$ cat src/logic/manycore_io_pkg.sv
// sizes, opcode type, request and response structs of the io router row
`default_nettype none

package manycore_io_pkg;

  // row geometry
  localparam int NUM_COLS = 4;
  localparam int COL_W    = 2;

  // packet field widths
  localparam int TAG_W  = 4;
  localparam int ADDR_W = 4;
  localparam int DATA_W = 32;

  // link buffer depth doubles as the initial credit of every sender
  localparam int FIFO_DEPTH = 2;
  localparam int CREDIT_W   = 2;

  // reset sequencing
  localparam int INIT_CYCLES = 8;
  localparam int RESET_DEPTH = 3;

  typedef enum logic {
    OP_LOAD  = 1'b0,
    OP_STORE = 1'b1
  } io_op_e;

  // host to memory request of 44 bits
  typedef struct packed {
    logic              valid;
    io_op_e            op;
    logic [COL_W-1:0]  dst_col;
    logic [TAG_W-1:0]  tag;
    logic [ADDR_W-1:0] addr;
    logic [DATA_W-1:0] data;
  } io_req_s;

  // memory to host response of 40 bits
  typedef struct packed {
    logic              valid;
    logic [COL_W-1:0]  src_col;
    logic [TAG_W-1:0]  tag;
    io_op_e            op;
    logic [DATA_W-1:0] data;
  } io_resp_s;

endpackage

`default_nettype wire

$ cat src/logic/column_test_mem.sv
// per-column word memory serving loads and stores
`timescale 1ns/1ps
`default_nettype none

module column_test_mem
  import manycore_io_pkg::*;
#(
  parameter int COL = 0
) (
  input  logic     clk_i,
  input  logic     rst_n_i,
  input  io_req_s  req_i,
  output logic     req_credit_o,
  output io_resp_s resp_o,
  input  logic     resp_credit_i
);

  io_req_s             req_head;
  io_resp_s            resp_next;
  io_resp_s            resp_pl_q;
  logic                resp_v_q;
  logic                do_deq;
  logic [CREDIT_W-1:0] resp_cr_q;
  logic [DATA_W-1:0]   mem_q [2**ADDR_W];

  link_fifo #(.payload_t(io_req_s)) req_fifo (
    .clk_i    (clk_i),
    .rst_n_i  (rst_n_i),
    .enq_i    (req_i),
    .deq_i    (do_deq),
    .head_o   (req_head),
    .credit_o (req_credit_o)
  );

  // only take a request when its response can leave
  assign do_deq = req_head.valid && (resp_cr_q != '0);

  always_comb begin
    resp_next.valid   = 1'b1;
    resp_next.src_col = COL_W'(COL);
    resp_next.tag     = req_head.tag;
    resp_next.op      = req_head.op;
    resp_next.data    = (req_head.op == OP_STORE) ? '0 : mem_q[req_head.addr];
  end

  always_ff @(posedge clk_i) begin
    if (!rst_n_i) begin
      for (int i = 0; i < 2**ADDR_W; i++) begin
        mem_q[i] <= '0;
      end
    end else if (do_deq && req_head.op == OP_STORE) begin
      mem_q[req_head.addr] <= req_head.data;
    end
  end

  always_ff @(posedge clk_i) begin
    if (!rst_n_i) begin
      resp_v_q  <= 1'b0;
      resp_cr_q <= CREDIT_W'(FIFO_DEPTH);
    end else begin
      resp_v_q  <= do_deq;
      resp_cr_q <= resp_cr_q - CREDIT_W'(do_deq) + CREDIT_W'(resp_credit_i);
    end
  end

  always_ff @(posedge clk_i) begin
    if (do_deq) begin
      resp_pl_q <= resp_next;
    end
  end

  always_comb begin
    resp_o       = resp_pl_q;
    resp_o.valid = resp_v_q;
  end

endmodule

`default_nettype wire

$ cat src/logic/io_reset_seq.sv
// init counter, tag_done_o and the core reset flop chain
`timescale 1ns/1ps
`default_nettype none

module io_reset_seq
  import manycore_io_pkg::*;
(
  input  logic clk_i,
  input  logic rst_n_i,
  output logic tag_done_o,
  output logic core_rst_n_o
);

  logic [$clog2(INIT_CYCLES)-1:0] cnt_q;
  logic                           done_q;
  logic [RESET_DEPTH-1:0]         chain_q;

  // done lands on the INIT_CYCLES-th edge after release
  always_ff @(posedge clk_i) begin
    if (!rst_n_i) begin
      cnt_q  <= '0;
      done_q <= 1'b0;
    end else if (!done_q) begin
      cnt_q  <= cnt_q + 1'b1;
      done_q <= (cnt_q == INIT_CYCLES - 1);
    end
  end

  // core stays in reset until done has walked through the chain
  always_ff @(posedge clk_i) begin
    if (!rst_n_i) begin
      chain_q <= '0;
    end else begin
      chain_q <= {chain_q[RESET_DEPTH-2:0], done_q};
    end
  end

  assign tag_done_o   = done_q;
  assign core_rst_n_o = chain_q[RESET_DEPTH-1];

endmodule

`default_nettype wire

$ cat src/logic/io_router_node.sv
// one io row column with east-bound requests, west-bound responses and a local memory port
`timescale 1ns/1ps
`default_nettype none

module io_router_node
  import manycore_io_pkg::*;
#(
  parameter int COL = 0
) (
  input  logic     clk_i,
  input  logic     rst_n_i,
  input  io_req_s  west_req_i,
  output logic     west_req_credit_o,
  output io_req_s  east_req_o,
  input  logic     east_req_credit_i,
  input  io_resp_s east_resp_i,
  output logic     east_resp_credit_o,
  output io_resp_s west_resp_o,
  input  logic     west_resp_credit_i,
  output io_req_s  mem_req_o,
  input  logic     mem_req_credit_i,
  input  io_resp_s mem_resp_i,
  output logic     mem_resp_credit_o
);

  logic     is_last;
  io_req_s  req_head;
  io_resp_s east_in;
  io_resp_s east_head;
  io_resp_s loc_head;
  io_resp_s resp_pick;
  logic     east_cr_in;
  logic     to_local;
  logic     mem_go;
  logic     east_go;
  logic     resp_go;
  logic     pick_local;

  // output registers with one payload shared by both request outputs
  io_req_s  req_pl_q;
  io_resp_s resp_pl_q;
  logic     mem_v_q;
  logic     east_v_q;
  logic     resp_v_q;
  logic     rr_q;

  // credit counters for memory [0], east requests [1] and west responses [2]
  logic [2:0]               out_send;
  logic [2:0]               out_credit;
  logic [2:0][CREDIT_W-1:0] cr_q;

  // east end of the row sees an idle link
  assign is_last    = (COL == NUM_COLS - 1);
  assign east_in    = is_last ? '0 : east_resp_i;
  assign east_cr_in = is_last ? 1'b0 : east_req_credit_i;

  link_fifo #(.payload_t(io_req_s)) req_fifo (
    .clk_i    (clk_i),
    .rst_n_i  (rst_n_i),
    .enq_i    (west_req_i),
    .deq_i    (mem_go || east_go),
    .head_o   (req_head),
    .credit_o (west_req_credit_o)
  );

  link_fifo #(.payload_t(io_resp_s)) east_resp_fifo (
    .clk_i    (clk_i),
    .rst_n_i  (rst_n_i),
    .enq_i    (east_in),
    .deq_i    (resp_go && !pick_local),
    .head_o   (east_head),
    .credit_o (east_resp_credit_o)
  );

  link_fifo #(.payload_t(io_resp_s)) loc_resp_fifo (
    .clk_i    (clk_i),
    .rst_n_i  (rst_n_i),
    .enq_i    (mem_resp_i),
    .deq_i    (resp_go && pick_local),
    .head_o   (loc_head),
    .credit_o (mem_resp_credit_o)
  );

  assign to_local = (req_head.dst_col == COL_W'(COL));
  assign mem_go   = req_head.valid && to_local && (cr_q[0] != '0);
  assign east_go  = req_head.valid && !to_local && (cr_q[1] != '0);

  // round robin where a set rr_q lets east go first
  assign pick_local = loc_head.valid && (!east_head.valid || !rr_q);
  assign resp_go    = (loc_head.valid || east_head.valid) && (cr_q[2] != '0);
  assign resp_pick  = pick_local ? loc_head : east_head;

  assign out_send   = {resp_go, east_go, mem_go};
  assign out_credit = {west_resp_credit_i, east_cr_in, mem_req_credit_i};

  always_ff @(posedge clk_i) begin
    if (!rst_n_i) begin
      mem_v_q  <= 1'b0;
      east_v_q <= 1'b0;
      resp_v_q <= 1'b0;
      rr_q     <= 1'b0;
      for (int i = 0; i < 3; i++) begin
        cr_q[i] <= CREDIT_W'(FIFO_DEPTH);
      end
    end else begin
      mem_v_q  <= mem_go;
      east_v_q <= east_go;
      resp_v_q <= resp_go;
      if (resp_go) begin
        rr_q <= pick_local;
      end
      for (int i = 0; i < 3; i++) begin
        cr_q[i] <= cr_q[i] - CREDIT_W'(out_send[i]) + CREDIT_W'(out_credit[i]);
      end
    end
  end

  always_ff @(posedge clk_i) begin
    if (mem_go || east_go) begin
      req_pl_q <= req_head;
    end
    if (resp_go) begin
      resp_pl_q <= resp_pick;
    end
  end

  always_comb begin
    mem_req_o         = req_pl_q;
    mem_req_o.valid   = mem_v_q;
    east_req_o        = req_pl_q;
    east_req_o.valid  = east_v_q;
    west_resp_o       = resp_pl_q;
    west_resp_o.valid = resp_v_q;
  end

endmodule

`default_nettype wire

$ cat src/logic/link_fifo.sv
// credit-returning input buffer for any payload with a valid bit
`timescale 1ns/1ps
`default_nettype none

module link_fifo
  import manycore_io_pkg::*;
#(
  parameter type payload_t = io_req_s
) (
  input  logic     clk_i,
  input  logic     rst_n_i,
  input  payload_t enq_i,
  input  logic     deq_i,
  output payload_t head_o,
  output logic     credit_o
);

  logic [$clog2(FIFO_DEPTH)-1:0] wr_ptr_q;
  logic [$clog2(FIFO_DEPTH)-1:0] rd_ptr_q;
  logic [CREDIT_W-1:0]           count_q;
  logic                          not_empty;
  logic                          do_deq;

  payload_t buf_q [FIFO_DEPTH];

  assign not_empty = (count_q != '0);
  assign do_deq    = deq_i && not_empty;

  // one credit back to the sender per dequeued entry
  assign credit_o = do_deq;

  always_comb begin
    head_o       = buf_q[rd_ptr_q];
    head_o.valid = not_empty;
  end

  // sender holds credit, so a valid input always finds room
  always_ff @(posedge clk_i) begin
    if (enq_i.valid) begin
      buf_q[wr_ptr_q] <= enq_i;
    end
  end

  always_ff @(posedge clk_i) begin
    if (!rst_n_i) begin
      wr_ptr_q <= '0;
      rd_ptr_q <= '0;
      count_q  <= '0;
    end else begin
      if (enq_i.valid) begin
        wr_ptr_q <= wr_ptr_q + 1'b1;
      end
      if (do_deq) begin
        rd_ptr_q <= rd_ptr_q + 1'b1;
      end
      count_q <= count_q + CREDIT_W'(enq_i.valid) - CREDIT_W'(do_deq);
    end
  end

endmodule

`default_nettype wire

$ cat src/logic/manycore_io_top.sv
// reset sequencer, io router row, column memories and the east tie-off
`timescale 1ns/1ps
`default_nettype none

module manycore_io_top
  import manycore_io_pkg::*;
(
  input  logic     clk_i,
  input  logic     rst_n_i,
  output logic     tag_done_o,
  input  io_req_s  host_req_i,
  output logic     host_req_credit_o,
  output io_resp_s host_resp_o,
  input  logic     host_resp_credit_i
);

  logic core_rst_n;

  // row links where index x is the west side of node x
  io_req_s  [NUM_COLS:0]   req_link;
  logic     [NUM_COLS:0]   req_cr;
  io_resp_s [NUM_COLS:0]   resp_link;
  logic     [NUM_COLS:0]   resp_cr;

  // local links between each node and its memory
  io_req_s  [NUM_COLS-1:0] mem_req;
  logic     [NUM_COLS-1:0] mem_req_cr;
  io_resp_s [NUM_COLS-1:0] mem_resp;
  logic     [NUM_COLS-1:0] mem_resp_cr;

  io_reset_seq rst_seq (
    .clk_i        (clk_i),
    .rst_n_i      (rst_n_i),
    .tag_done_o   (tag_done_o),
    .core_rst_n_o (core_rst_n)
  );

  // host link enters at column 0
  assign req_link[0]       = host_req_i;
  assign host_req_credit_o = req_cr[0];
  assign host_resp_o       = resp_link[0];
  assign resp_cr[0]        = host_resp_credit_i;

  // idle link at the east end of the row
  assign req_cr[NUM_COLS]    = 1'b0;
  assign resp_link[NUM_COLS] = '0;

  for (genvar x = 0; x < NUM_COLS; x++) begin : g_col
    io_router_node #(.COL(x)) io_rtr (
      .clk_i              (clk_i),
      .rst_n_i            (core_rst_n),
      .west_req_i         (req_link[x]),
      .west_req_credit_o  (req_cr[x]),
      .east_req_o         (req_link[x+1]),
      .east_req_credit_i  (req_cr[x+1]),
      .east_resp_i        (resp_link[x+1]),
      .east_resp_credit_o (resp_cr[x+1]),
      .west_resp_o        (resp_link[x]),
      .west_resp_credit_i (resp_cr[x]),
      .mem_req_o          (mem_req[x]),
      .mem_req_credit_i   (mem_req_cr[x]),
      .mem_resp_i         (mem_resp[x]),
      .mem_resp_credit_o  (mem_resp_cr[x])
    );

    column_test_mem #(.COL(x)) test_mem (
      .clk_i         (clk_i),
      .rst_n_i       (core_rst_n),
      .req_i         (mem_req[x]),
      .req_credit_o  (mem_req_cr[x]),
      .resp_o        (mem_resp[x]),
      .resp_credit_i (mem_resp_cr[x])
    );
  end

endmodule

`default_nettype wire

$ cat config.mk
export PLATFORM = sky130hd
export DESIGN_NAME = manycore_io_top
export DESIGN_NICKNAME = d
export VERILOG_FILES = /design/src/logic/manycore_io_pkg.sv /design/src/logic/column_test_mem.sv /design/src/logic/io_reset_seq.sv /design/src/logic/io_router_node.sv /design/src/logic/link_fifo.sv /design/src/logic/manycore_io_top.sv
export SDC_FILE = /design/constraint.sdc
export NUM_CORES = 2
export LEC_CHECK = 0
export ABC_AREA = 1
export ABC_CLOCK_PERIOD_IN_PS = 6450
export BUFFER_PORTS_ARGS = -buffer_cell sky130_fd_sc_hd__buf_2
export CORE_MARGIN = 3
export CORE_UTILIZATION = 60
export CTS_CLUSTER_DIAMETER = 50
export CTS_CLUSTER_SIZE = 12
export DETAILED_ROUTE_END_ITERATION = 6
export PLACE_DENSITY_LB_ADDON = 0.15
export SLEW_MARGIN = 20
export SYNTH_ARGS = -nofsm -noshare
export SYNTH_HDL_FRONTEND = slang
export SYNTH_SLANG_ARGS = --single-unit
export TNS_END_PERCENT = 20
$ cat constraint.sdc
create_clock -name clk_i -period 6.45 [get_ports clk_i]
set_clock_uncertainty 0.05 [all_clocks]
set_input_delay 0.9675 -clock clk_i [delete_from_list [all_inputs] [get_ports clk_i]]
set_output_delay 0.9675 -clock clk_i [all_outputs]
set_load 0.1 [all_outputs]
Word level (Yosys, flattened, before mapping)
Memory sizes are Yosys's and may differ from the RTL's. A register that Yosys moved wholly into a read port is not among the register bits.
Cells that the tools add are included.
{"block": "word_totals", "mem_count": 19, "mem_bits_ro": 0, "latchBits": 0, "output_inout_bits": 42, "word_cells": 455, "inputBits": 47, "mem_bits_rw": 3296, "reg_bits": 468}
{"name": "g_col[0].test_mem.mem_q", "depth": 16, "word_bits": 32, "read_ports": 1, "rd_clocked_by_memory_dff": 1, "wr": 16, "line": "column_test_mem.sv:24", "rtl": "logic [DATA_W-1:0] mem_q [2**ADDR_W];"}
{"name": "g_col[1].test_mem.mem_q", "depth": 16, "word_bits": 32, "read_ports": 1, "rd_clocked_by_memory_dff": 1, "wr": 16, "line": "column_test_mem.sv:24"}
{"name": "g_col[2].test_mem.mem_q", "depth": 16, "word_bits": 32, "read_ports": 1, "rd_clocked_by_memory_dff": 1, "wr": 16, "line": "column_test_mem.sv:24"}
{"name": "g_col[3].test_mem.mem_q", "depth": 16, "word_bits": 32, "read_ports": 1, "rd_clocked_by_memory_dff": 1, "wr": 16, "line": "column_test_mem.sv:24"}
{"name": "g_col[0].io_rtr.req_fifo.buf_q", "depth": 2, "word_bits": 44, "read_ports": 1, "rd_clocked_by_memory_dff": 1, "wr": 1, "line": "link_fifo.sv:24", "rtl": "payload_t buf_q [FIFO_DEPTH];"}
{"name": "g_col[0].test_mem.req_fifo.buf_q", "depth": 2, "word_bits": 44, "read_ports": 1, "rd_clocked_by_memory_dff": 1, "wr": 1, "line": "link_fifo.sv:24"}
{"name": "+13 memories"}
{"block": "classes", "eq_ne": 4, "reduce_logical": 121, "add_sub_neg": 93, "div_mod_pow": 0, "n_shift": 0, "bitwise": 0, "mux": 90, "n_lt_le_gt_ge": 0, "n_mul": 0}
{"cell": "39-bit 2-to-1 mux", "count": 4}
{"cell": "32-bit 2-to-1 mux", "count": 4}
{"cell": "32-bit OR reduction", "count": 4}
{"cell": "1-bit 2-to-1 mux", "count": 78}
{"cell": "2-bit nonzero test", "count": 32}
{"cell": "2-bit by 1-bit subtractor with 2-bit output", "count": 32}
{"cell": "2-bit by 1-bit adder with 2-bit output", "count": 30}
{"cell": "1-bit logical AND", "count": 56}
{"cell": "1-bit adder (second input constant)", "count": 30}
{"cell": "1-bit logical NOT", "count": 16}
{"cell": "4-bit 2-to-1 mux", "count": 4}
{"cell": "1-bit logical OR", "count": 12}
{"cell": "2-bit == test (second input constant)", "count": 2}
{"cell": "3-bit by 1-bit adder with 3-bit output (second input constant)", "count": 1}
{"cell": "3-bit == test (second input constant)", "count": 1}
{"cell": "2-bit by 1-bit == test with 1-bit output (second input constant)", "count": 1}
{"cell": "2-bit logical NOT", "count": 1}

Depth between registers and ports, before layout
{"block": "logic_depth", "word_depth": 9, "ltp_mapped": 14, "mapped_depth_nobuf": 14}

By module
A second synthesis with hierarchy kept.
{"block": "hier_totals", "hier_cells": 15175, "hier_area_um2": 171719.7}
{"mod": "link_fifo (g_col[0].io_rtr.req_fifo ...)", "area_each_um2": 3553.4, "instances": 8, "seq_area_each_um2": 2682.6, "cells_per_inst": 171}
{"mod": "column_test_mem (g_col[1].test_mem)", "area_each_um2": 25808.5, "instances": 1, "seq_area_each_um2": 16545.9, "cells_per_inst": 2807}
{"mod": "column_test_mem (g_col[2].test_mem)", "area_each_um2": 25797.2, "instances": 1, "seq_area_each_um2": 16545.9, "cells_per_inst": 2807}
{"mod": "column_test_mem (g_col[3].test_mem)", "area_each_um2": 25793.5, "instances": 1, "seq_area_each_um2": 16545.9, "cells_per_inst": 2806}
{"mod": "column_test_mem (g_col[0].test_mem)", "area_each_um2": 25448.2, "instances": 1, "seq_area_each_um2": 16545.9, "cells_per_inst": 2778}
{"mod": "link_fifo (g_col[0].io_rtr.east_resp_fifo ...)", "area_each_um2": 3105.5, "instances": 8, "seq_area_each_um2": 2442.3, "cells_per_inst": 158}
{"mod": "io_router_node (g_col[1].io_rtr ...)", "area_each_um2": 3847.4, "instances": 2, "seq_area_each_um2": 2662.6, "cells_per_inst": 330}
{"mod": "io_router_node (g_col[0].io_rtr)", "area_each_um2": 3839.9, "instances": 1, "seq_area_each_um2": 2662.6, "cells_per_inst": 328}
{"mod": "io_router_node (g_col[3].io_rtr)", "area_each_um2": 3811.2, "instances": 1, "seq_area_each_um2": 2662.6, "cells_per_inst": 324}
{"mod": "io_reset_seq", "area_each_um2": 251.5, "instances": 1, "seq_area_each_um2": 140.1, "cells_per_inst": 32}
{"mod": "manycore_io_top", "area_each_um2": 3.8, "instances": 1, "seq_area_each_um2": 0.0, "cells_per_inst": 1}

Least setup slack after synthesis
Ideal clock, no wire load.
{"block": "synth_timing", "path_type": "reg2reg", "start": "register g_col[2].test_mem.req_fifo.count_q[0]", "end": "memory g_col[2].test_mem.mem_q[0][0] (enable)", "stages_incl_launch_ff": 10, "path_buffers": 1, "required_ns": 6.011, "setup_time_ns": 0.389, "arrival_time_ns": 3.400, "setup_slack_ns": 2.610, "period_less_slack_ns": 3.840, "path_cell_list": "dfxtp_1 > inv_1 > a21oi_2 > inv_1 > nor2_2 > nand2_1 > nor3_4 > nand2_2 > buf_2 > nand2_1"}
{"element": "start: declaration", "line": "link_fifo.sv:20", "rtl": "logic [CREDIT_W-1:0] count_q;"}
{"element": "start signal: assignment", "line": "link_fifo.sv:56", "rtl": "count_q <= count_q + CREDIT_W'(enq_i.valid) - CREDIT_W'(do_deq);"}
{"element": "end: declaration", "line": "column_test_mem.sv:24"}

==> flow_summary.json <==
{
  "synthMuxAreaShare": 0.0263,
  "place_area_um2": 164000,
  "rsz0062_at_grt": "no",
  "clk_path_buf_depth": 4,
  "yosys_register_bits": 3850,
  "ff2ff_setup_slack_ns": 1.77,
  "antenna_found_initial": 16,
  "start_util": 0.605,
  "path_depth": 8,
  "wl_per_cell_um": 24.6,
  "synthDistinctLibCells": 33,
  "grt_pass1_wl_um": 656000,
  "timing.critical_path.buf_inv": 3,
  "fp.dieW_um": 521,
  "syn-num-nets": 14400,
  "crit_path_max_incr_delay_ns": 0.74,
  "hold_buffers": 0,
  "dr.pass1.iters": 7,
  "synth_compound_gate_area_share": 0.0127,
  "grtUsageTotal": 0.325,
  "num_rows": 188,
  "cp-start-kind": "flip-flop",
  "hold_path_startpoint": "host_req_i[9]",
  "first_iter_violations": 13700,
  "dp_slack_ns": 1.88,
  "layout-drive-gt1-share": 0.104,
  "peakVddDrop_v": 0.000265,
  "hold_ws_ns": 0.168,
  "core-area_um2": 263000,
  "finalWirelength_um": 444000,
  "grt_start_max_net_pins": 226,
  "synth_fa_ha_area_frac": 0.00377,
  "post-route-cell-area_um2": 177000,
  "fp.dieH_um": 521,
  "min_period_ns": 4.68,
  "crit_slowest_cell": "nand2_4",
  "clk_latency_ns": 0.95,
  "cts_buffers": 410,
  "power.density_nw_per_um2": 282,
  "synth_xor_area_frac": 0.00203,
  "crit_chain": "buf_4, nand2_4, nand2_4, nor3_2, nand2_1, buf_4, nand2_1, buf_4",
  "antenna_left": 0,
  "crit_required_ns": 7.07,
  "cp-end-kind": "flip-flop",
  "setup_ws_ns": 1.77,
  "syn_to_final_growth_pct": 11.3,
  "cts.sinks": 3850,
  "cts-root-buf": "clkbuf_16",
  "synth_simple_gate_area_frac": 0.209,
  "vias": 106000,
  "p_leak_nw": 75.2,
  "postSynthAreaPerCell_um2": 11.2,
  "dpl.hpwl_um": 277000,
  "critical-path-top-delay-family": "simple AND/OR/NAND/NOR gates",
  "slew_violations": 120,
  "path_clk_slew_ns": 0.06,
  "postCtsSetupRepairBufs": 0,
  "period_share": 0.726,
  "ys_warn_count": 0,
  "tightest_slew_ns": 1.62,
  "cts.repair.resized": 0,
  "yosysSeqAreaShare": 0.718,
  "port_buffers": 88,
  "path_max_fanout": 82,
  "violations": "DRC, slew limit",
  "synth_top_family_by_area": "simple AND/OR/NAND/NOR gates",
  "final_common_cell": "nand2_1",
  "critPathKind": "flip-flop to flip-flop",
  "hold_viol": 0,
  "final_nets": 14300,
  "timing.max_cap.violations": 0,
  "reg2reg_depth": 8,
  "grt_overflow": 0,
  "path_common_cell": "buf_4",
  "hp-class": "input pin to flip-flop",
  "max_freq_ghz": 0.213,
  "setup_viol": 0,
  "drc": 1,
  "mostFrequentLayoutCells": "nand2_1, edfxtp_1, nor2_1, nand3_1, clkbuf_16",
  "cts_tree": "done",
  "pin_count": 89,
  "r2r-end": "g_col[1].test_mem.mem_q[12][17]$_SDFFCE_PN0P_",
  "htree_levels": 5,
  "grt_pass1_vias": 103000,
  "fin_tns_setup_ns": 0,
  "via_per_inst": 5.86,
  "critPathArrivalTime_ns": 5.30,
  "fillers": 19000,
  "synthesis.instances": 14300,
  "cp-endpoint": "g_col[1].test_mem.mem_q[12][17]$_SDFFCE_PN0P_",
  "relSlewSlack": -0.0797,
  "dieArea_um2": 272000,
  "outcome": "complete, but fails checks",
  "syn-cell-area_um2": 159000,
  "place_congestion": 0.921
}
-- flip-flops by register name, indices dropped and copies added, names as in the netlist, 8 cells and up, named ones only --
register and count:
g_col.io_rtr.cr_q 24, g_col.test_mem.resp_o 148, g_col.test_mem.mem_q 2048, g_col.io_rtr.loc_resp_fifo.buf_q 296, g_col.io_rtr.req_fifo.buf_q 344, g_col.io_rtr.east_resp_fifo.buf_q 228
g_col.test_mem.req_fifo.count_q 8, g_col.io_rtr.loc_resp_fifo.count_q 8, g_col.test_mem.resp_cr_q 8, g_col.io_rtr.req_fifo.count_q 8, g_col.io_rtr.west_resp_o 153, g_col.io_rtr.east_req_o 170
g_col.io_rtr.east_resp_fifo.count_q 8, g_col.test_mem.req_fifo.buf_q 328
-- synth_stat cells (all sizes together) --
cell type | number | area, um^2
a21oi | 61 | 320
buf | 326 | 1540
clkbuf | 590 | 2210
clkinv | 2 | 7.51
dfxtp | 135 | 2700
edfxtp | 3715 | 112000
ha | 48 | 601
inv | 217 | 822
mux2 | 160 | 1800
mux2i | 239 | 2390
nand2 | 5125 | 19300
nand3 | 786 | 3930
nand3b | 2 | 15.0
nor2 | 2423 | 9150
nor3 | 33 | 289
o211ai | 111 | 833
o21ai | 168 | 856
o21bai | 1 | 7.51
or2 | 89 | 557
xnor2 | 9 | 78.8
xor2 | 28 | 245
-- metal layers --
layer	up-vias	part of all wire	global-route usage	wire, um
met1	51200	0.35	0.417	157000
met5	-	0.000088	0	39
met4	6	0.062	0.176	27600
met3	1084	0.11	0.0719	49600
li1	47600	-	-	-
met2	5852	0.47	0.518	210000
-- cell families after synthesis --
group,after synthesis
AOI/OAI and AO/OA,341
buffers and inverters,1135
muxes,399
xor gates and xnor gates,37
adders and majority gates,48
DFF,3850
and+or+nand+nor,8458
-- per-stage QoR --
step / power [W] / util / instances
detailed placement: 0.0276 / 0.624 / 17300
global route: 0.0513 / 0.674 / 18000
global placement: 0.0276 / 0.624 / 17300
floorplan: 0.0276 / - / 14300
finish: 0.0501 / 0.674 / 18000
CTS: 0.0503 / 0.674 / 18000
-- power by group --
| part | leakage [nW] | switching [W] | internal [W] |
|---|---|---|---|
| clock | 6.26 | 0.00966 | 0.0133 |
| sequential | 42.3 | 0.00000936 | 0.0270 |
| combinational | 26.7 | 0.0000415 | 0.0000293 |
| total | 75.2 | 0.00971 | 0.0404 |
-- layout make-up --
cell class,count,area (um^2),share of cell area
Sequential cell,3850,114000,0.645
Multi-Input combinational cell,9283,41300,0.233
Clock buffer,537,11000,0.0623
Tap cell,3515,4400,0.0248
Timing Repair Buffer,474,3520,0.0198
Clock inverter,150,1930,0.0109
Inverter,219,842,0.00475
Antenna cell,6,15.0,0.0000847
-- worst min path at each step --
stage                                                 endpoint  cells after the start
2_1_floorplan                    rst_seq.chain_q[1]$_SDFF_PN0_                      2
3_3_place_gp                     rst_seq.chain_q[1]$_SDFF_PN0_                      2
3_5_place_dp                     rst_seq.chain_q[1]$_SDFF_PN0_                      2
4_1_cts         g_col[0].io_rtr.req_fifo.buf_q[1][9]$_DFFE_PP_                      1
5_1_grt        g_col[0].io_rtr.req_fifo.buf_q[0][25]$_DFFE_PP_                      1
6_report        g_col[0].io_rtr.req_fifo.buf_q[0][9]$_DFFE_PP_                      1
(Power assumes the default switching activity.)
